### src/common/cache_consts.svh
`ifndef CACHE_CONSTS_SVH
`define CACHE_CONSTS_SVH

// pipeline byte address width
`define ADDR_W 32

// one data word
`define XLEN 64

// sets per way
`define SETS 64

// associativity
`define WAYS 2

// words per 32-byte line
`define LINE_BEATS 4

`endif
### src/common/cachePkg.sv
`default_nettype none
`include "cache_consts.svh"

package cachePkg;

  // address split into offset, index and tag
  localparam int OFFSET_W = $clog2(`LINE_BEATS * `XLEN / 8);
  localparam int INDEX_W  = $clog2(`SETS);
  localparam int TAG_W    = `ADDR_W - INDEX_W - OFFSET_W;
  localparam int WAY_W    = $clog2(`WAYS);

  typedef logic [`ADDR_W-1:0]            addr_t;
  typedef logic [`XLEN-1:0]              word_t;
  typedef logic [TAG_W-1:0]              tag_t;
  typedef logic [INDEX_W-1:0]            index_t;
  typedef logic [$clog2(`LINE_BEATS)-1:0] beat_t;

  // controller states
  typedef enum logic [2:0] {
    IDLE,
    LOOKUP,
    COMPARE,
    MISS,
    REFILL,
    RELOOK
  } cacheState_e;

endpackage

`default_nettype wire

### src/cache/hitMerge.sv
`timescale 1ns/1ns
`default_nettype none
`include "cache_consts.svh"

module hitMerge
  import cachePkg::*;
(
  input  wire                                   clk,
  input  wire                                   rst_n,
  input  wire [`WAYS-1:0]                       wayHit_i,
  input  wire word_t [`WAYS-1:0][`LINE_BEATS-1:0] wayLine_i,
  input  wire beat_t                            wordSel_i,
  input  wire                                   compareEn_i,
  output logic                                  hit_o,
  output logic [WAY_W-1:0]                      hitWay_o,
  output word_t                                 rd_data_o,
  output logic                                  data_ok_o
);

  assign hit_o = |wayHit_i;

  // at most one way hits, so a plain encoder is enough
  always_comb begin
    hitWay_o = '0;
    for (int w = 0; w < `WAYS; w++) begin
      if (wayHit_i[w]) begin
        hitWay_o = WAY_W'(w);
      end
    end
  end

  always_ff @(posedge clk) begin
    if (compareEn_i && hit_o) begin
      rd_data_o <= wayLine_i[hitWay_o][wordSel_i];
    end
  end

  // one pulse per answered request
  always_ff @(posedge clk or negedge rst_n) begin
    if (!rst_n) begin
      data_ok_o <= 1'b0;
    end else begin
      data_ok_o <= compareEn_i && hit_o;
    end
  end

endmodule

`default_nettype wire

### config.mk
export PLATFORM = sky130hd
export DESIGN_NAME = hitMerge
export DESIGN_NICKNAME = d
export VERILOG_FILES = /design/src/common/cachePkg.sv /design/src/cache/hitMerge.sv
export VERILOG_INCLUDE_DIRS = /design/src /design/src/common
export SDC_FILE = /design/constraint.sdc
export NUM_CORES = 1
export LEC_CHECK = 0
export ABC_CLOCK_PERIOD_IN_PS = 2050
export BUFFER_PORTS_ARGS = -buffer_cell sky130_fd_sc_hd__buf_4
export CAP_MARGIN = 10
export CORE_AREA = 2 2 227 229
export DETAILED_ROUTE_END_ITERATION = 10
export DIE_AREA = 0 0 229 231
export GPL_TIMING_DRIVEN = 0
export MAX_ROUTING_LAYER = met4
export PLACE_DENSITY = 0.45
export SYNTH_ARGS = -nofsm -noshare
export SYNTH_HDL_FRONTEND = slang
export SYNTH_SLANG_ARGS = --single-unit
### constraint.sdc
create_clock -name clk -period 2.05 [get_ports clk]
set_clock_uncertainty 0.1 [all_clocks]
set_input_delay 0.1025 -clock clk [delete_from_list [all_inputs] [get_ports clk]]
set_output_delay 0.1025 -clock clk [all_outputs]
set_load 0.005 [all_outputs]
==> impl_metrics.tcl, run 1 <==
set metrics [dict create \
    initialDrtViolationCount 156 \
    mostFrequentLayoutCell "buf_4" \
    ys_types 11 \
    cts_made_buffers 9 \
    clock_path_buffers 2 \
    critPathLaunchType "primary input" \
    cts_tree "yes" \
    syn_nets 814 \
    die_x_um 229 \
    max_slew_margin 0.4758 \
    grt_max_degree 34 \
    rsz0062_at_grt "no" \
    final-hold-violation-count 0 \
    setup_violations 0 \
    hp-class "in2reg" \
    via_count 5906 \
    endpoint_kind "flop" \
    die_area_sq_mm 0.05290 \
    power.density_mw_per_mm2 472.0 \
    slew_viol_final 0 \
    power.total_uw 5364 \
    yosys_register_bits 65 \
    yosysSeqAreaShare 0.3359 \
    crit_chain "buf_2 > clkbuf_1 > mux4_2 > mux2_2" \
    die_h_um 231 \
    crit_type "in2reg" \
    drc 0 \
    gr-total-overflow 0 \
    drt-vias-per-instance 3.738 \
    antenna_left 0 \
    path_buf_inv 2 \
    start_util 0.1144 \
    antenna_found_initial 5 \
    wl_per_cell_um 21.71 \
    final_design_area_no_fill_sq_mm 0.01136 \
    dr.pass1.iters 4 \
    grt_pass1_vias 6685 \
    status "finished, final reports clean" \
    placed_area_sq_mm 0.01104 \
    area_growth_pct 96.09 \
    pre_cts_ws_ns -0.4797 \
    layout_setup_ws_ns 0.2388 \
    cp_top_family "buffers and inverters" \
    cp_slowest_cell "clkbuf_1" \
    cap_violations 0 \
    final_cell_mix "585 x buf_4, 128 x mux4_2, 64 x mux2_2, 64 x edfxtp_1, 11 x buf_6" \
    cts_sinks 65 \
    fin_crit_sh 0.8835 \
    power.leakage_uw 0.004763 \
    vdd_drop_max_mv 0.3508 \
    place_hpwl_um 29400 \
    num-fill-cells 5504 \
    io_buffers 582 \
    grt_pass1_wl_um 47350 \
    netlist_area_sq_mm 0.005796 \
    min_period_ns 1.811 \
    coreArea_sq_mm 0.05068 \
    fmax_mhz 552.1 \
    clk_pin_slew_ns 0.07 \
    drive_gt1_frac 0.9039 \
    cts_root_buf "clkbuf_16" \
    wl_um 34310 \
    final_nets 1410 \
    worst_pin_slew_ns 0.7862 \
    post-cts-setup-buffers 0 \
    num_rows 83 \
    cpPeakStageDelay_ns 0.64 \
    critPathMaxFanout 10 \
    gr-usage-all-layers 0.1321 \
    htreeDepth 3 \
    cp_data_required_time_ns 2.07 \
    yosysWarningCount 0 \
    synth.avg_cell_area_sq_um 19.65 \
    cp_data_arrival_time_ns 1.83 \
    globalplace.congestion 0.9004 \
    netlist_instances 295 \
    ios 586 \
]
worst paths after layout:
path	depth (start not counted)	to	slack [ns]	start
min in group asynchronous	3	data_ok_o$_DFF_PN0_	0.48	rst_n
worst max-delay path	4	rd_data_o[1]$_DFFE_PP_	0.24	wordSel_i[1]
worst min-delay path	3	rd_data_o[18]$_DFFE_PP_	0.14	wayLine_i[18]
max in group asynchronous	3	data_ok_o$_DFF_PN0_	1.27	rst_n
flip-flops by register name, summed over array words and instances (netlist names):
name,count
data_ok_o,1
rd_data_o,64
Yosys cell counts, drive strengths merged:
| master | number | area [sq um] |
|---|---|---|
| and2 | 1 | 6.260 |
| clkbuf | 10 | 37.54 |
| mux2 | 64 | 720.7 |
| mux4 | 128 | 2883 |
| edfxtp | 64 | 1922 |
| or2 | 1 | 6.260 |
| buf | 26 | 195.2 |
| dfrtp | 1 | 25.02 |
power by group:
part	switching [uW]	internal [uW]
combinational	666	1350
clock	713	927
sequential	46.5	1660
total	1430	3940
metrics by stage:
stage	std cells	hold WS (ns)	setup TNS [ns]	utilization
5_1_grt	1579	0.1273	0	0.2242
2_1_floorplan	295	-0.2931	0	-
4_1_cts	1575	0.09727	0	0.2240
3_3_place_gp	1557	-0.2197	-86.49	0.2174
3_5_place_dp	1558	-0.2198	-12.18	0.2178
6_report	1580	0.1433	0	0.2242
routing by layer:
metal  track usage  part of all wire  vias up
li1              -                 -     2573
met1        0.1436              0.38     2941
met3       0.04471             0.085       25
met5             -                 0        -
met2        0.2253              0.51      367
met4       0.04525             0.020        0
repair_timing:
| item | 4_1_cts | 5_1_grt |
|---|---|---|
| setup endpoints to repair | 3 | 0 |
| endpoints found under the hold margin | 1 | 0 |
| resized for setup | 2 | 0 |
| hold buffers | 2 | 0 |
kinds of logic (layout without fill, tap and decap cells):
logic type,Yosys count,in the layout,share of synthesized area
multiplexers,192,192,0.6218
flip-flops,65,65,0.3359
other,0,5,0
AND/OR/NAND/NOR,2,2,0.002160
buffers and inverters,36,636,0.04015
area by class of cell:
type | instances | area (sq um) | share of cell area
Clock inverter | 6 | 60.06 | 0.005285
Sequential cell | 65 | 1947 | 0.1713
Buffer | 36 | 241.5 | 0.02125
Tap cell | 680 | 850.8 | 0.07487
Antenna cell | 5 | 12.51 | 0.001101
Multi-Input combinational cell | 194 | 3618 | 0.3184
Clock buffer | 9 | 225.2 | 0.01982
Timing Repair Buffer | 585 | 4409 | 0.3880
No activity file was read; power rests on OpenSTA's default activity.
==> run 2, diff against run 1 <==
- ABC_CLOCK_PERIOD_IN_PS: 2050 -> 2000
- CORE_AREA: 2 2 227 229 -> 2 2 230 232
- DIE_AREA: 0 0 229 231 -> 0 0 232 234
- PLACE_DENSITY: 0.45 -> 0.44
- clock period: 2.05 -> 2 ns (I/O delays scaled with it)
==> run 2 against run 1 <==
Net effect:
- sequential cell count unchanged
- sequential power increased by 2%
- die area increased by 2.6%
- worst setup slack got worse by 0.15 ns
- power decreased by 0.56%
- via count increased by 0.56%
- critical endpoint is now rd_data_o[27]$_DFFE_PP_
==> impl_metrics.tcl, run 2 (synthesized netlist as in run 1, its figures left out) <==
set metrics [dict create \
    status "finished, final reports clean" \
    area_growth_pct 95.75 \
    coreArea_sq_mm 0.05202 \
    regMostFlops "rd_data_o" \
    critPathLaunchType "primary input" \
    grt_max_degree 35 \
    cap_violations 0 \
    grt_pass1_wl_um 45400 \
    largestRegisters "rd_data_o (64), data_ok_o (1)" \
    intPower_uw 3901 \
    rsz0062_at_grt "no" \
    drc 0 \
    gr-usage-all-layers 0.1241 \
    cp_top_family "buffers and inverters" \
    worst_pin_slew_ns 0.9761 \
    initialDrtViolationCount 167 \
    wl_per_cell_um 21.49 \
    largest_register_ff_count 64 \
    die_x_um 232 \
    netSwitchingFraction 0.2686 \
    final-hold-violation-count 0 \
    ios 586 \
    cts_root_buf "clkbuf_16" \
    antenna_found_initial 5 \
    hp-class "in2reg" \
    power.leakage_uw 0.004760 \
    whs_endpoint "rd_data_o[56]$_DFFE_PP_" \
    slew_viol_final 0 \
    drt-vias-per-instance 3.742 \
    holdPathStages 3 \
    io_buffers 582 \
    fin_crit_sh 0.9579 \
    cts_sinks 65 \
    globalplace.congestion 0.8160 \
    clock_path_buffers 2 \
    gr-total-overflow 0 \
    htreeDepth 3 \
    num-fill-cells 5637 \
    die_h_um 234 \
    stdcell_count 1587 \
    start_util 0.1114 \
    setup_violations 0 \
    pwr-share-clk 0.285 \
    grt_pass1_vias 6466 \
    fmax_mhz 522.0 \
    final_cell_mix "585 x buf_4, 128 x mux4_2, 64 x mux2_2, 64 x edfxtp_1, 11 x buf_6" \
    clk_pin_slew_ns 0.06 \
    place_hpwl_um 29190 \
    final_nets 1411 \
    pre_cts_ws_ns -0.4397 \
    setup_tns_ns 0 \
    cpPeakStageDelay_ns 0.78 \
    power.density_mw_per_mm2 470.2 \
    p_comb_frac 0.387 \
    die_area_sq_mm 0.05429 \
    cp_slowest_cell "buf_1" \
    dp_cells 1567 \
    p_sw_uw 1433 \
    endpoint_kind "flop" \
    via_count 5939 \
    cts_tree "yes" \
    power.total_uw 5334 \
    mostFrequentLayoutCell "buf_4" \
    vdd_drop_max_mv 0.3820 \
    wl_um 34110 \
    cp_data_required_time_ns 2.02 \
    crit_chain "buf_2 > buf_1 > mux4_2 > mux2_2" \
    drive_gt1_frac 0.9028 \
    cp_data_arrival_time_ns 1.94 \
    power_frac_seq 0.328 \
    layout_setup_ws_ns 0.08423 \
    crit_type "in2reg" \
    critPathMaxFanout 10 \
    min_period_ns 1.916 \
    antenna_left 0 \
    max_slew_margin 0.3493 \
    num_rows 84 \
    min_from "wayLine_i[120]" \
    cts_made_buffers 9 \
    dr.pass1.iters 4 \
    path_buf_inv 2 \
]
==> run 2: worst max-delay path by stage <==
| stage | start | endpoint | slack [ns] | cells after the start |
|---|---|---|---|---|
| floorplan | wayHit_i[1] | rd_data_o[0]$_DFFE_PP_ | 0.02 | 4 |
| global placement | wayHit_i[1] | rd_data_o[26]$_DFFE_PP_ | -0.81 | 4 |
| detailed placement | wordSel_i[1] | rd_data_o[0]$_DFFE_PP_ | -0.44 | 4 |
| CTS | wordSel_i[1] | rd_data_o[52]$_DFFE_PP_ | 0.03 | 4 |
| global route | wordSel_i[1] | rd_data_o[52]$_DFFE_PP_ | 0.02 | 4 |
| finish | wordSel_i[1] | rd_data_o[27]$_DFFE_PP_ | 0.08 | 4 |
==> run 2: metal layers <==
layer  vias to the layer above  global-route usage  part of all wire
li1                       2577                   -                 -
met1                      2976              0.1402              0.39
met2                       367              0.2103              0.51
met3                        19             0.03368             0.086
met4                         0             0.04547             0.018
met5                         -                   -                 0
==> run 2: area by class of cell <==
class                   count  area [sq um]  area share
clock inverters             5         25.02    0.002206
plain buffers              36         234.0     0.02062
diodes                      4         10.01   0.0008823
clock buffers               9         225.2     0.01985
flip-flops and latches     65          1947      0.1716
repair buffers            586          4424      0.3900
well taps                 688         860.8     0.07588
multi-input cells         194          3618      0.3190
==> run 2: metrics by stage <==
step	hold slack, ns	cell area [sq um]	util
2_1_floorplan	-0.2956	5797	-
3_3_place_gp	-0.2235	11030	0.2120
3_5_place_dp	-0.2214	11060	0.2127
4_1_cts	0.09928	11330	0.2179
5_1_grt	0.1242	11340	0.2181
6_report	0.1492	11340	0.2181
==> run 2: power groups by stage <==
stage	sequential, uW	clock (uW)	combinational, uW
6_report	1750	1520	2060
5_1_grt	1760	1660	2210
3_5_place_dp	1780	0	2110
3_3_place_gp	1780	0	2090
2_1_floorplan	1790	0	780
4_1_cts	1750	1650	2120
==> run 2: timing repair <==
| item | in CTS | in global routing |
|---|---|---|
| hold buffers | 2 | 0 |
| setup endpoints to repair | 1 | 0 |
| gates resized for setup | 1 | 0 |
| hold endpoints to repair | 1 | 0 |
| setup buffers | 0 | 0 |
==> run 2: worst min-delay path: cells and delay by family <==
kind	cells	cell delay, ns
buffers and inverters	1	0.07
multiplexers	2	0.34
==> run 3, diff against run 2 <==
- ABC_CLOCK_PERIOD_IN_PS: 2000 -> 2500
- CORE_AREA: 2 2 230 232 -> 2 2 227 229
- DIE_AREA: 0 0 232 234 -> 0 0 229 231
- PLACE_DENSITY: 0.44 -> 0.45
- clock period: 2 -> 2.5 ns (I/O delays scaled with it)
==> run 3 against run 2 <==
Net effect:
- sequential share of layout area about the same
- sequential cell count did not move
- first-iteration DRC count is 6.6% lower
- die area down 2.6%
- cell count decreased by 0.44%
- global-route usage increased by 0.79 points
- combinational power down 20%
- critical path depth unchanged
- count of clock-buffer cells in the layout unchanged
- worst hold slack improved by 0.017 ns
- non-clock buffer count shrank 1
==> impl_metrics.tcl, run 3 (synthesized netlist as in run 1, its figures left out) <==
set metrics [dict create \
    die_area_sq_mm 0.05290 \
    final-hold-violation-count 0 \
    grt_max_degree 34 \
    wl_um 34310 \
    gr-total-overflow 0 \
    hp-class "in2reg" \
    fin_crit_sh 0.8371 \
    power.total_uw 4398 \
    antenna_found_initial 5 \
    largestRegisters "rd_data_o (64), data_ok_o (1)" \
    cts_sinks 65 \
    regMostFlops "rd_data_o" \
    grt_pass1_vias 6685 \
    power.leakage_uw 0.004760 \
    critPathMaxFanout 10 \
    die_x_um 229 \
    vdd_drop_max_mv 0.2877 \
    cts_made_buffers 9 \
    dr.pass1.iters 4 \
    crit_type "in2reg" \
    clock_path_buffers 2 \
    final_cell_mix "585 x buf_4, 128 x mux4_2, 64 x mux2_2, 64 x edfxtp_1, 11 x buf_6" \
    antenna_left 0 \
    fmax_mhz 477.9 \
    via_count 5906 \
    cts_tree "yes" \
    io_buffers 582 \
    gr-usage-all-layers 0.1321 \
    mostFrequentLayoutCell "buf_4" \
    globalplace.congestion 0.9004 \
    ios 586 \
    status "finished, final reports clean" \
    rsz0062_at_grt "no" \
    cp_data_arrival_time_ns 2.10 \
    area_growth_pct 95.96 \
    crit_chain "buf_2 > buf_1 > mux4_2 > mux2_2" \
    die_h_um 231 \
    cp_data_required_time_ns 2.51 \
    drc 0 \
    grt_pass1_wl_um 47350 \
    wl_per_cell_um 21.71 \
    largest_register_ff_count 64 \
    endpoint_kind "flop" \
    num_rows 83 \
    cts_root_buf "clkbuf_16" \
    worst_pin_slew_ns 1.108 \
    max_slew_margin 0.2610 \
    drt-vias-per-instance 3.738 \
    holdWs_ns 0.1658 \
    htreeDepth 3 \
    cts_resized 0 \
    place_hpwl_um 29400 \
    num-fill-cells 5504 \
    initialDrtViolationCount 156 \
    final_nets 1410 \
    cap_violations 0 \
    clk_pin_slew_ns 0.07 \
    slew_viol_final 0 \
    start_util 0.1144 \
    cpPeakStageDelay_ns 0.86 \
    setup_violations 0 \
    power.density_mw_per_mm2 387.3 \
    critPathLaunchType "primary input" \
    cp_slowest_cell "buf_1" \
    min_period_ns 2.093 \
    drive_gt1_frac 0.9028 \
    post-cts-setup-buffers 0 \
    coreArea_sq_mm 0.05068 \
]
-- run 3: cell types whose count changed in the layout (fill, tap and decap cells not counted) --
cell	delta
clkinvlp_4	+2
bufinv_16	+1
clkinv_2	-2
buf_8	-1
diode_2	+1
-- run 3: final cells by class --
class	count	area [sq um]	share of cell area
clock inverters	6	60.06	0.005288
well taps	680	850.8	0.07491
flip-flops and latches	65	1947	0.1714
clock buffers	9	225.2	0.01983
repair buffers	585	4409	0.3882
diodes	5	12.51	0.001102
multi-input cells	194	3618	0.3186
plain buffers	36	234.0	0.02060
-- run 3: layer usage --
| metal | wire (um) | up-vias | global-route usage |
|---|---|---|---|
| met1 | 13180 | 2941 | 0.1436 |
| met2 | 17510 | 367 | 0.2253 |
| met5 | 0 | - | - |
| li1 | - | 2573 | - |
| met3 | 2923 | 25 | 0.04471 |
| met4 | 694 | 0 | 0.04525 |
-- run 3: per-stage QoR --
| stage | cells | instance area (sq um) | setup TNS [ns] | utilization | setup slack [ns] |
|---|---|---|---|---|---|
| 2_1_floorplan | 295 | 5797 | 0 | - | 0.4995 |
| 3_3_place_gp | 1557 | 11020 | -32.27 | 0.2174 | -0.3851 |
| 3_5_place_dp | 1558 | 11040 | -0.1093 | 0.2178 | -0.05222 |
| 4_1_cts | 1575 | 11340 | 0 | 0.2239 | 0.3779 |
| 5_1_grt | 1579 | 11350 | 0 | 0.2241 | 0.3532 |
| 6_report | 1580 | 11360 | 0 | 0.2241 | 0.4073 |
-- run 3: path summary, 6_finish.rpt --
| kind | start | end | slack [ns] | depth (start not counted) |
|---|---|---|---|---|
| min in group asynchronous | rst_n | data_ok_o$_DFF_PN0_ | 0.50 | 3 |
| worst max-delay path | wordSel_i[1] | rd_data_o[30]$_DFFE_PP_ | 0.41 | 4 |
| worst min-delay path | wayLine_i[18] | rd_data_o[18]$_DFFE_PP_ | 0.17 | 3 |
| max in group asynchronous | rst_n | data_ok_o$_DFF_PN0_ | 1.69 | 3 |
-- run 3: critical path: cells and delay by family --
family,cells,cell delay [ns]
buffers and inverters,2,1.16
muxes,2,0.79
-- run 3: where the power goes --
part | switching (uW) | leakage, uW | internal [uW]
Clock | 585 | 0.000129 | 760
Sequential | 38.1 | 0.000626 | 1360
Combinational | 546 | 0.00401 | 1110
Total | 1170 | 0.00476 | 3230
-- run 3: timing repair --
item	in CTS	in global routing
hold buffers	2	0
endpoints found under the hold margin	1	0
endpoints found under the setup margin	0	0
