File: config.mk
export PLATFORM = sky130hd
export DESIGN_NAME = cacheCtrl
export DESIGN_NICKNAME = d
export VERILOG_FILES = /design/src/common/cachePkg.sv /design/src/cache/cacheCtrl.sv
export VERILOG_INCLUDE_DIRS = /design/src /design/src/common
export SDC_FILE = /design/constraint.sdc
export NUM_CORES = 1
export LEC_CHECK = 0
export ABC_CLOCK_PERIOD_IN_PS = 6200
export BUFFER_PORTS_ARGS = -buffer_cell sky130_fd_sc_hd__buf_2
export CORE_ASPECT_RATIO = 1.4
export CORE_MARGIN = 2
export CORE_UTILIZATION = 45
export DETAILED_ROUTE_END_ITERATION = 10
export PLACE_DENSITY = 0.77
export SLEW_MARGIN = 20
export SYNTH_ARGS = -nofsm -noshare
export SYNTH_HDL_FRONTEND = slang
export SYNTH_SLANG_ARGS = --single-unit
File: constraint.sdc
create_clock -name clk -period 6.2 [get_ports clk]
set_input_delay 0.93 -clock clk [delete_from_list [all_inputs] [get_ports clk]]
set_output_delay 0.93 -clock clk [all_outputs]
set_load 0.02 [all_outputs]
File: src/common/cache_consts.svh
`ifndef CACHE_CONSTS_SVH
`define CACHE_CONSTS_SVH

// pipeline byte address width
`define ADDR_W 32

// one data word
`define XLEN 64

// sets per way
`define SETS 64

// associativity
`define WAYS 2

// words per 32-byte line
`define LINE_BEATS 4

`endif
File: src/common/cachePkg.sv
`default_nettype none
`include "cache_consts.svh"

package cachePkg;

  // address split into offset, index and tag
  localparam int OFFSET_W = $clog2(`LINE_BEATS * `XLEN / 8);
  localparam int INDEX_W  = $clog2(`SETS);
  localparam int TAG_W    = `ADDR_W - INDEX_W - OFFSET_W;
  localparam int WAY_W    = $clog2(`WAYS);

  typedef logic [`ADDR_W-1:0]            addr_t;
  typedef logic [`XLEN-1:0]              word_t;
  typedef logic [TAG_W-1:0]              tag_t;
  typedef logic [INDEX_W-1:0]            index_t;
  typedef logic [$clog2(`LINE_BEATS)-1:0] beat_t;

  // controller states
  typedef enum logic [2:0] {
    IDLE,
    LOOKUP,
    COMPARE,
    MISS,
    REFILL,
    RELOOK
  } cacheState_e;

endpackage

`default_nettype wire

File: src/cache/cacheCtrl.sv
`timescale 1ns/1ns
`default_nettype none
`include "cache_consts.svh"

module cacheCtrl
  import cachePkg::*;
(
  input  wire                clk,
  input  wire                rst_n,
  input  wire                valid_i,
  input  wire addr_t         addr_i,
  input  wire                hit_i,
  input  wire [WAY_W-1:0]    hitWay_i,
  input  wire                rdDataValid_i,
  input  wire                rdLast_i,
  input  wire word_t         rdData_i,
  output logic               addr_ok_o,
  output logic               lookupEn_o,
  output logic               compareEn_o,
  output index_t             index_o,
  output tag_t               tag_o,
  output beat_t              wordSel_o,
  output logic [`WAYS-1:0]   refillWe_o,
  output beat_t              refillBeat_o,
  output word_t              refillData_o,
  output logic [`WAYS-1:0]   refillDone_o,
  output logic               cacheRdValid_o,
  output addr_t              cacheAddr_o
);

  cacheState_e      state;
  cacheState_e      nextState;
  addr_t            reqAddr;
  index_t           reqIndex;
  logic [`SETS-1:0] lru;
  logic [WAY_W-1:0] victim;
  beat_t            beatCnt;
  logic             beatIn;

  assign reqIndex = reqAddr[OFFSET_W +: INDEX_W];

  // lru bit names the way to evict next
  assign victim = lru[reqIndex];

  // accept from idle, or alongside a hit so hits stream
  assign addr_ok_o   = valid_i && ((state == IDLE) || ((state == COMPARE) && hit_i));
  assign compareEn_o = (state == COMPARE);

  // arrays read on acceptance and once more after a refill
  assign lookupEn_o = addr_ok_o || (state == RELOOK);
  assign index_o    = addr_ok_o ? addr_i[OFFSET_W +: INDEX_W] : reqIndex;
  assign tag_o      = reqAddr[`ADDR_W-1 -: TAG_W];
  assign wordSel_o  = reqAddr[OFFSET_W-1 -: $bits(beat_t)];

  // line fetch stays up from MISS until the last beat
  assign cacheRdValid_o = (state == MISS) || (state == REFILL);
  assign cacheAddr_o    = {reqAddr[`ADDR_W-1:OFFSET_W], {OFFSET_W{1'b0}}};
  assign beatIn         = cacheRdValid_o && rdDataValid_i;

  assign refillBeat_o = beatCnt;
  assign refillData_o = rdData_i;

  // steer incoming beats into the victim way
  always_comb begin
    refillWe_o   = '0;
    refillDone_o = '0;
    if (beatIn) begin
      refillWe_o[victim]   = 1'b1;
      refillDone_o[victim] = rdLast_i;
    end
  end

  always_comb begin
    nextState = state;
    case (state)
      IDLE: begin
        if (valid_i) begin
          nextState = COMPARE;
        end
      end
      COMPARE: begin
        if (!hit_i) begin
          nextState = MISS;
        end else if (!valid_i) begin
          nextState = IDLE;
        end
      end
      MISS, REFILL: begin
        if (beatIn && rdLast_i) begin
          nextState = RELOOK;
        end else begin
          nextState = REFILL;
        end
      end
      RELOOK: begin
        nextState = COMPARE;
      end
      default: begin
        nextState = IDLE;
      end
    endcase
  end

  always_ff @(posedge clk or negedge rst_n) begin
    if (!rst_n) begin
      state <= IDLE;
    end else begin
      state <= nextState;
    end
  end

  always_ff @(posedge clk or negedge rst_n) begin
    if (!rst_n) begin
      reqAddr <= '0;
    end else if (addr_ok_o) begin
      reqAddr <= addr_i;
    end
  end

  // hit makes the other way the victim; a fill does the same
  always_ff @(posedge clk or negedge rst_n) begin
    if (!rst_n) begin
      lru <= '0;
    end else if (compareEn_o && hit_i) begin
      lru[reqIndex] <= ~hitWay_i;
    end else if (beatIn && rdLast_i) begin
      lru[reqIndex] <= ~victim;
    end
  end

  // beats arrive word 0 first
  always_ff @(posedge clk or negedge rst_n) begin
    if (!rst_n) begin
      beatCnt <= '0;
    end else if (compareEn_o) begin
      beatCnt <= '0;
    end else if (beatIn) begin
      beatCnt <= beatCnt + 1'b1;
    end
  end

endmodule

`default_nettype wire

==> run metrics, run 1 <==
GRT Total Usage 0.2076; first-pass GRT wire length 20,410 um; TritonCTS clock tree done; reg-to-reg setup timing slack 3.09 ns; final cycle utilization of the critical path 0.6461; Routed Antenna Nets 0; cell chain of the critical path buf_4 -> mux2_2 -> a221o_1 -> a22oi_2 -> nand3_1 -> nor3_1 -> buf_2; Fmax 249.6 MHz; clk buf depth 2; clock skew 0.009740 ns; worst-case reg-to-reg path depth 7; Combinational Power Share 0.461; post-synth cell types 46; Sw Share 0.4583; status finished, final reports clean; Mapped Avg Cell Area 9.150 sq um; clk sink count 98; RSZ-0062 raised after global routing false; Starting Density 0.4641; placed insts 710; Critical Path Source Type register; Non-Filler Instances 727; Cell Pwr Density 578.1 nW/um^2; Psw 0.001464 W; DR pass1 iterations 5; number of global-route vias before repair 4,055; path type of the worst min-delay path primary input to async pin; yosys warns 0; die area 12,650 sq um; Routed WL 12,990 um; area fraction of the dominant cell type after synthesis 0.4637; share of cells above drive strength 1 0.2470; highest-delay cell along the critical path dfrtp_1; Overflow after GRT 0; critical path peak fanout 15; largest net degree at the start of global routing 91; initial antenna violation count 0; post-route DRC violation count 0; ys async rst share 1.000; core area 11,400 sq um; mapped cell area 5289 sq um; Crit path largest cell delay 0.72 ns; hpwl dp 9120 um; Reg clk slew, reported paths 0.06 ns; Die Span X 95.63 um; Critical Path RT 5.27 ns; area leader, netlist dfrtp_1; Clock Power Share 0.166; num rows 46; PortBufs 101; gp weighted congestion 0.9600; clock root cell clkbuf_16; Worst Tran Pin Value 1.004 ns; Iter 0 DRT Violations 403; Post-synth EDFFs 0; Pleak 2.694 nW; Critical R2R Capture lru[63]$_DFFE_PN0P_; max-slew violation count 0; VDD IR max 0.0003557 V; Crit Path Category register to output port; Fin. Hold Viols 0; Ports 238; Worst Path Arrival 3.08 ns; Crit. End Element output port; Resized cells post-CTS 0; chip height 132.3 um; sequential power share 0.373; Setup crit end refillDone_o[0]; CTS Hold Bufs 0; crit path time final 4.006 ns; Critical R2R Launch reqAddr[5]$_DFFE_PN0P_; Synth Flop Type dfrtp_1; max_cap viols 0; setup TNS 0 ns; Via density 5.854; post-CTS setup buffer count 0; Antenna diodes 0; Seq/Total Area, Yosys 0.4637; cts bufs inserted 9; H-tree lvl count 3; Clock Latency Late Sink 0.35 ns; wire per inst 17.86 um; via count 4,256; max_slew headroom 0.3279; synthesized instance count 578; Internal 0.001731 W; Worst Setup SP reqAddr[7]$_DFFE_PN0P_; Fillers 1,059; Net count, final 681; Final setup viols 0; Area Overhead vs Synth 4.495%; top cells by area, synth dfrtp_1 46%, buf_4 13%, a21oi_1 8.9%; Seq cells post-synth 98
-- cell families (layout without fill, tap and decap cells) --
kind of cell    count (synthesis)  count (layout)  synth area share
compound gates                173             173            0.1980
xor+xnor                        2               2          0.003313
buf+inv                       132             133            0.1675
flops                          98              98            0.4637
mux                            20              20           0.04211
other cells                     1               5         0.0007090
simple gates                  152             152            0.1247
-- per-layer routing --
metal | GRT usage | vias up | routed length [um]
li1 | - | 1929 | -
met1 | 0.2395 | 2037 | 4805
met2 | 0.3446 | 245 | 6462
met3 | 0.06118 | 45 | 1304
met4 | 0.1032 | 0 | 414
met5 | 0 | - | 0
-- worst max-delay path: cells and delay by family, from the launching register on --
family | cells | cell delay [ns]
compound gates | 2 | 0.61
buf+inv | 2 | 0.58
simple gates | 2 | 0.44
flops | 1 | 0.72
mux | 1 | 0.37
-- cells in the mapped netlist (4+ instances only) --
cell	number
dfrtp_1	98
nand2_1	97
a21oi_1	94
buf_4	94
a31oi_1	40
clkbuf_1	24
nor2_1	18
mux2i_1	11
a221oi_1	10
nand2b_1	8
nor3_1	8
buf_2	6
mux2_2	6
nand3_1	5
o21ai_0	5
and2_1	4
buf_6	4
nor2b_1	4
o22ai_1	4
-- sequential cells by signal (all words and copies together), names as in the netlist --
register,flops
refillBeat_o,2
state,3
reqAddr,29
lru,64
-- metrics by stage --
| step | utilization | total power, W | instance area [sq um] | worst slack, ns | hold WS, ns |
|---|---|---|---|---|---|
| 6_report | 0.4850 | 0.003195 | 5527 | 2.194 | 0.3959 |
| 3_5_place_dp | 0.4569 | 0.002624 | 5206 | 2.332 | 0.4644 |
| 2_1_floorplan | - | 0.002340 | 5304 | 2.960 | 0.4858 |
| 3_3_place_gp | 0.4566 | 0.002564 | 5204 | 2.335 | 0.4569 |
| 5_1_grt | 0.4850 | 0.003387 | 5527 | 2.042 | 0.3979 |
| 4_1_cts | 0.4817 | 0.003158 | 5489 | 1.957 | 0.3847 |
-- final cells by class --
cell class	instances	area, sq um	area share
Multi-Input combinational cell	352	1973	0.3570
Timing Repair Buffer	113	621.8	0.1125
Tap cell	144	180.2	0.03260
Sequential cell	98	2454	0.4440
Clock inverter	3	22.52	0.004075
Inverter	4	15.01	0.002717
Clock buffer	13	260.3	0.04709
-- power groups by stage --
| stage | clock [W] | combinational, W | sequential [W] |
|---|---|---|---|
| 2_1_floorplan | 0 | 0.00117 | 0.00117 |
| 3_3_place_gp | 0 | 0.00139 | 0.00118 |
| 3_5_place_dp | 0 | 0.00143 | 0.00119 |
| 4_1_cts | 0.000538 | 0.00144 | 0.00118 |
| 5_1_grt | 0.000561 | 0.00160 | 0.00123 |
| 6_report | 0.000530 | 0.00147 | 0.00119 |
-- how the worst min path moves through the flow --
stage | endpoint | slack (ns) | depth (start not counted)
3_5_place_dp | reqAddr[4]$_DFFE_PN0P_ | 0.46 | 2
6_report | reqAddr[27]$_DFFE_PN0P_ | 0.40 | 1
3_3_place_gp | reqAddr[4]$_DFFE_PN0P_ | 0.46 | 2
2_1_floorplan | lru[3]$_DFFE_PN0P_ | 0.49 | 2
4_1_cts | reqAddr[27]$_DFFE_PN0P_ | 0.38 | 1
5_1_grt | reqAddr[27]$_DFFE_PN0P_ | 0.40 | 1
-- placed cells by master (no fill, tap or decap), types with 5 or more instances in the layout --
| master | count |
|---|---|
| a21oi_1 | 94 |
| a221oi_1 | 10 |
| a31oi_1 | 40 |
| buf_2 | 100 |
| buf_4 | 11 |
| clkbuf_16 | 9 |
| conb_1 | 5 |
| dfrtp_1 | 97 |
| mux2_2 | 6 |
| mux2i_1 | 11 |
| nand2_1 | 97 |
| nand2b_1 | 8 |
| nand3_1 | 5 |
| nor2_1 | 15 |
| nor3_1 | 8 |
| o21ai_0 | 5 |
Power figures use the tool's default switching activity.
==> inputs of run 2 (changes only) <==
--- a/config.mk
+++ b/config.mk
@@ -6,11 +6,11 @@
 export SDC_FILE = /design/constraint.sdc
 export NUM_CORES = 1
 export LEC_CHECK = 0
-export ABC_CLOCK_PERIOD_IN_PS = 6200
+export ABC_CLOCK_PERIOD_IN_PS = 3400
 export BUFFER_PORTS_ARGS = -buffer_cell sky130_fd_sc_hd__buf_2
 export CORE_ASPECT_RATIO = 1.4
 export CORE_MARGIN = 2
-export CORE_UTILIZATION = 45
+export CORE_UTILIZATION = 43
 export DETAILED_ROUTE_END_ITERATION = 10
 export PLACE_DENSITY = 0.77
 export SLEW_MARGIN = 20
==> constraint.sdc (replaced) <==
create_clock -name clk -period 3.4 [get_ports clk]
set_input_delay 0.51 -clock clk [delete_from_list [all_inputs] [get_ports clk]]
set_output_delay 0.51 -clock clk [all_outputs]
set_load 0.02 [all_outputs]
==> run 2 against run 1 <==
Net effect: wire length grew 3.6%; worst hold slack lost 0.22 ns; critical path depth grew 1; sequential cell count is the same; combinational power grew 95%; critical path type unchanged; largest cell class unchanged.
==> run metrics, run 2 (synthesis results as in run 1) <==
status finished, final reports clean; number of global-route vias before repair 4,333; clk sink count 98; cell chain of the critical path buf_12 -> nand2_1 -> mux4_2 -> o21a_1 -> o41a_1 -> and3_1 -> a21oi_1 -> buf_2; Resized cells post-CTS 1; Cell Pwr Density 1058 nW/um^2; Starting Density 0.4430; Regs by FF count lru: 64 flops, reqAddr: 29 flops, state: 3 flops; RSZ-0062 raised after global routing false; commonest cells after routing, fill and taps aside 100 x buf_2, 97 x nand2_1, 96 x dfrtp_1, 94 x a21oi_1, 40 x a31oi_1; Routed WL 13,460 um; share of cells above drive strength 1 0.2613; Crit. End Element output port; critical path peak fanout 20; Routed Antenna Nets 0; Fmax 304.8 MHz; FF+latch area 2455 sq um; clk buf depth 2; Crit Path Category register to output port; Pleak 2.777 nW; worst path bufs/invs 2; Layout Utilization 0.4747; crit path time final 3.280 ns; Via density 5.864; Largest Register lru; Crit path largest cell delay 0.53 ns; Ports 238; first-pass GRT wire length 21,490 um; initial antenna violation count 0; Critical R2R Launch reqAddr[7]$_DFFE_PN0P_; Iter 0 DRT Violations 478; gp weighted congestion 0.9344; Final Power 0.005996 W; num rows 47; hpwl dp 9570 um; Critical Path Source Type register; Cell Area, Placed 5358 sq um; Clock Latency Late Sink 0.35 ns; post-route DRC violation count 0; wire per inst 18.08 um; post-CTS setup buffer count 0; core area 11,940 sq um; max_cap viols 0; highest-delay cell along the critical path dfrtp_2; chip height 135.2 um; max_slew headroom 0.5150; CTS Hold Bufs 0; largest net degree at the start of global routing 51; Worst Setup SP reqAddr[7]$_DFFE_PN0P_; Final Cell Area 5667 sq um; area of the multi-input gates 1966 sq um; Overflow after GRT 0; Final setup viols 0; H-tree lvl count 3; via count 4,363; GRT Total Usage 0.2031; Critical Path RT 2.89 ns; setup TNS 0 ns; Fillers 1,061; clock root cell clkbuf_16; Worst Path Arrival 2.77 ns; PortBufs 101; max reg flops 64; TritonCTS clock tree done; clock skew 0.005819 ns; cts bufs inserted 9; Antenna diodes 0; path type of the worst min-delay path primary input to async pin; die area 13,220 sq um; commonest non-fill, non-tap cell in the layout buf_2; family with the most delay on the worst path compound AO/OA/AOI/OAI gates; placed insts 728; Reg clk slew, reported paths 0.07 ns; Die Span X 97.73 um; DR pass1 iterations 8; VDD IR max 0.0006128 V; Area Overhead vs Synth 7.144%; max-slew violation count 0; final cycle utilization of the critical path 0.9648; Worst Tran Pin Value 0.7248 ns; Net count, final 695; Fin. Hold Viols 0; Non-Filler Instances 744
run 2: cell count changes in the layout (fill, tap and decap cells not counted), moves of 3 or more:
cell	change
nor2_2	-3
nor2_1	+3
buf_12	+3
buf_4	+13
run 2: report_power, final:
part           internal (W)  switching [W]
logic               0.00101        0.00184
registers           0.00167       0.000428
clock network      0.000614       0.000431
total               0.00329        0.00270
run 2: worst reg2reg max path, cell delays in order, from the launching register on:
cell and delay, ns:
dfrtp_2 0.53, buf_12 0.21, nand2_1 0.06, mux4_2 0.49, o21a_1 0.12, o41a_1 0.38, a41oi_4 0.40, buf_12 0.24
a31oi_1 0.12
run 2: final timing paths:
| check | end | slack [ns] | cells after the start |
|---|---|---|---|
| max | refillWe_o[1] | 0.12 | 8 |
| min | reqAddr[25]$_DFFE_PN0P_ | 0.17 | 1 |
| max reg2reg | lru[58]$_DFFE_PN0P_ | 0.69 | 8 |
| min reg2reg | reqAddr[14]$_DFFE_PN0P_ | 0.50 | 2 |
| max in group asynchronous | reqAddr[6]$_DFFE_PN0P_ | 2.54 | 2 |
| min in group clk | reqAddr[31]$_DFFE_PN0P_ | 0.35 | 3 |
run 2: per-stage QoR:
step	setup WS, ns	hold WS, ns
floorplan	0.5798	0.2144
global placement	0.3826	0.4658
detailed placement	0.3696	0.4780
CTS	0.06334	0.1975
global route	0.01401	0.2332
finish	0.1197	0.1718
run 2: metal layers:
metal,GRT usage,vias to the layer above,part of all wire
met3,0.05108,51,0.086
met4,0.1150,0,0.046
met1,0.2384,2069,0.38
met5,0,-,0
met2,0.3395,287,0.49
li1,-,1956,-
run 2: final cells by class:
| cell class | count | share of cell area |
|---|---|---|
| clock buffers | 13 | 0.04593 |
| clock inverters | 3 | 0.008170 |
| inverters | 4 | 0.002650 |
| multi-input cells | 352 | 0.3469 |
| flip-flops and latches | 98 | 0.4332 |
| well taps | 147 | 0.03246 |
| repair buffers | 127 | 0.1307 |
==> inputs of run 3 (changes only) <==
--- a/config.mk
+++ b/config.mk
@@ -10,9 +10,10 @@
 export BUFFER_PORTS_ARGS = -buffer_cell sky130_fd_sc_hd__buf_2
 export CORE_ASPECT_RATIO = 1.4
 export CORE_MARGIN = 2
-export CORE_UTILIZATION = 43
+export CORE_UTILIZATION = 44
+export CTS_BUF_LIST = sky130_fd_sc_hd__clkbuf_4
 export DETAILED_ROUTE_END_ITERATION = 10
-export PLACE_DENSITY = 0.77
+export PLACE_DENSITY = 0.79
 export SLEW_MARGIN = 20
 export SYNTH_ARGS = -nofsm -noshare
 export SYNTH_HDL_FRONTEND = slang
==> run 3 against run 2 <==
Net effect: via count rose by 1.5%; die area shrank 2.2%; core utilization is essentially flat; clock skew rose by 0.0073 ns; wire length rose by 1.5%; first-iteration DRC count down 22%; count of clock-buffer cells in the layout shrank 4; total power shrank 4.2%; cell count up 0.94%; sequential share of layout area is 0.66 points higher.
==> run metrics, run 3 (synthesis results as in run 1) <==
status finished, final reports clean; Crit. End Element output port; Starting Density 0.4497; largest net degree at the start of global routing 48; Non-Filler Instances 751; VDD IR max 0.0008262 V; wire per inst 18.19 um; clock root cell clkbuf_4; Cell Pwr Density 1029 nW/um^2; post-route DRC violation count 0; RSZ-0062 raised after global routing true; clk buf depth 2; path type of the worst min-delay path primary input to async pin; Critical Path Source Type register; Pleak 2.745 nW; Final setup viols 0; highest-delay cell along the critical path o41a_1; gp weighted congestion 0.9082; Reg clk slew, reported paths 0.15 ns; Fin. Hold Viols 0; commonest non-fill, non-tap cell in the layout buf_2; cell chain of the critical path buf_6 -> nand2b_1 -> mux4_2 -> o21a_1 -> o41a_1 -> and3_4 -> a21oi_1 -> buf_4; first-pass GRT wire length 22,060 um; core area 11,760 sq um; share of cells above drive strength 1 0.2736; Worst Tran Pin Value 0.7324 ns; max_slew headroom 0.5112; cts bufs inserted 9; critical path peak fanout 10; Regs by FF count lru: 64 flops, reqAddr: 29 flops, state: 3 flops; clock skew 0.01309 ns; chip height 133.7 um; max reg flops 64; max_cap viols 0; Clock Latency Late Sink 0.45 ns; Largest Register lru; hpwl dp 9875 um; Critical Path RT 2.89 ns; setup TNS 0 ns; placed insts 731; max-slew violation count 0; Routed WL 13,660 um; DR pass1 iterations 6; initial antenna violation count 1; Net count, final 701; num rows 47; PortBufs 101; reg-to-reg setup timing slack 0.80 ns; Worst Path Arrival 2.79 ns; final cycle utilization of the critical path 0.9699; Crit Path Category register to output port; via count 4,428; Setup crit end refillWe_o[1]; Critical R2R Launch reqAddr[7]$_DFFE_PN0P_; die area 12,930 sq um; number of global-route vias before repair 4,447; Die Span X 96.66 um; clk sink count 98; TritonCTS clock tree done; commonest cells after routing, fill and taps aside 98 x buf_2, 97 x nand2_1, 96 x dfrtp_1, 93 x a21oi_1, 40 x a31oi_1; Routed Antenna Nets 0; Crit path largest cell delay 0.47 ns; Iter 0 DRT Violations 372; Via density 5.896; Overflow after GRT 0; GRT Total Usage 0.2114; Worst Setup SP reqAddr[7]$_DFFE_PN0P_; Ports 238; H-tree lvl count 3; crit path time final 3.298 ns; Area Overhead vs Synth 5.536%; worst-case reg-to-reg path depth 8; Fmax 303.3 MHz; Critical R2R Capture lru[53]$_DFFE_PN0P_
[run 3: layer usage]
metal | track usage | vias up | wire, um
met5 | 0 | - | 0
met4 | 0.1205 | 0 | 631
met3 | 0.04879 | 66 | 1240
met2 | 0.3746 | 295 | 6965
met1 | 0.2312 | 2102 | 4821
li1 | - | 1965 | -
[run 3: how the worst min path moves through the flow]
stage	from	end	slack [ns]
finish	rst_n	reqAddr[26]$_DFFE_PN0P_	0.04
detailed placement	reqAddr[3]$_DFFE_PN0P_	reqAddr[3]$_DFFE_PN0P_	0.47
global placement	reqAddr[4]$_DFFE_PN0P_	reqAddr[4]$_DFFE_PN0P_	0.46
floorplan	rst_n	lru[0]$_DFFE_PN0P_	0.21
global route	rst_n	reqAddr[26]$_DFFE_PN0P_	0.05
CTS	rst_n	reqAddr[26]$_DFFE_PN0P_	0.03
[run 3: cell type report]
type | count | area [sq um]
fillers | 1089 | 6180
flip-flops and latches | 98 | 2455
multi-input cells | 352 | 1979
repair buffers | 133 | 785.8
well taps | 147 | 183.9
clock inverters | 7 | 92.59
clock buffers | 9 | 67.56
inverters | 4 | 15.01
diodes | 1 | 2.502
[run 3: critical path, delay by kind of cell, from the launching register on]
family                 cells  cell delay, ns
and+or+nand+nor            2            0.36
buffers and inverters      2            0.33
muxes                      1            0.45
AOI/OAI and AO/OA          3            0.74
DFF                        1            0.46
[run 3: repair_timing]
| action | CTS | global route |
|---|---|---|
| hold buffers | 0 | 0 |
| resized for setup | 1 | 8 |
| pin swaps | 0 | 2 |
| buffers inserted | 0 | 3 |
| endpoints found under the setup margin | 1 | 4 |
[run 3: where the power goes]
| part | leakage [nW] | total [W] | switching [W] | internal [W] |
|---|---|---|---|---|
| Sequential | 1.28 | 0.00207 | 0.000412 | 0.00166 |
| Combinational | 1.37 | 0.00298 | 0.00191 | 0.00107 |
| Clock | 0.0869 | 0.000695 | 0.000396 | 0.000299 |
[run 3: stage by stage]
step | hold slack (ns) | area, sq um | util | worst slack (ns) | power [W]
floorplan | 0.2144 | 5304 | - | 0.5798 | 0.004268
global placement | 0.4587 | 5368 | 0.4564 | 0.5135 | 0.004864
detailed placement | 0.4729 | 5368 | 0.4564 | 0.5223 | 0.004971
CTS | 0.03042 | 5533 | 0.4704 | 0.04771 | 0.005674
global route | 0.05423 | 5582 | 0.4746 | 0.004531 | 0.006099
finish | 0.03916 | 5582 | 0.4746 | 0.1024 | 0.005744
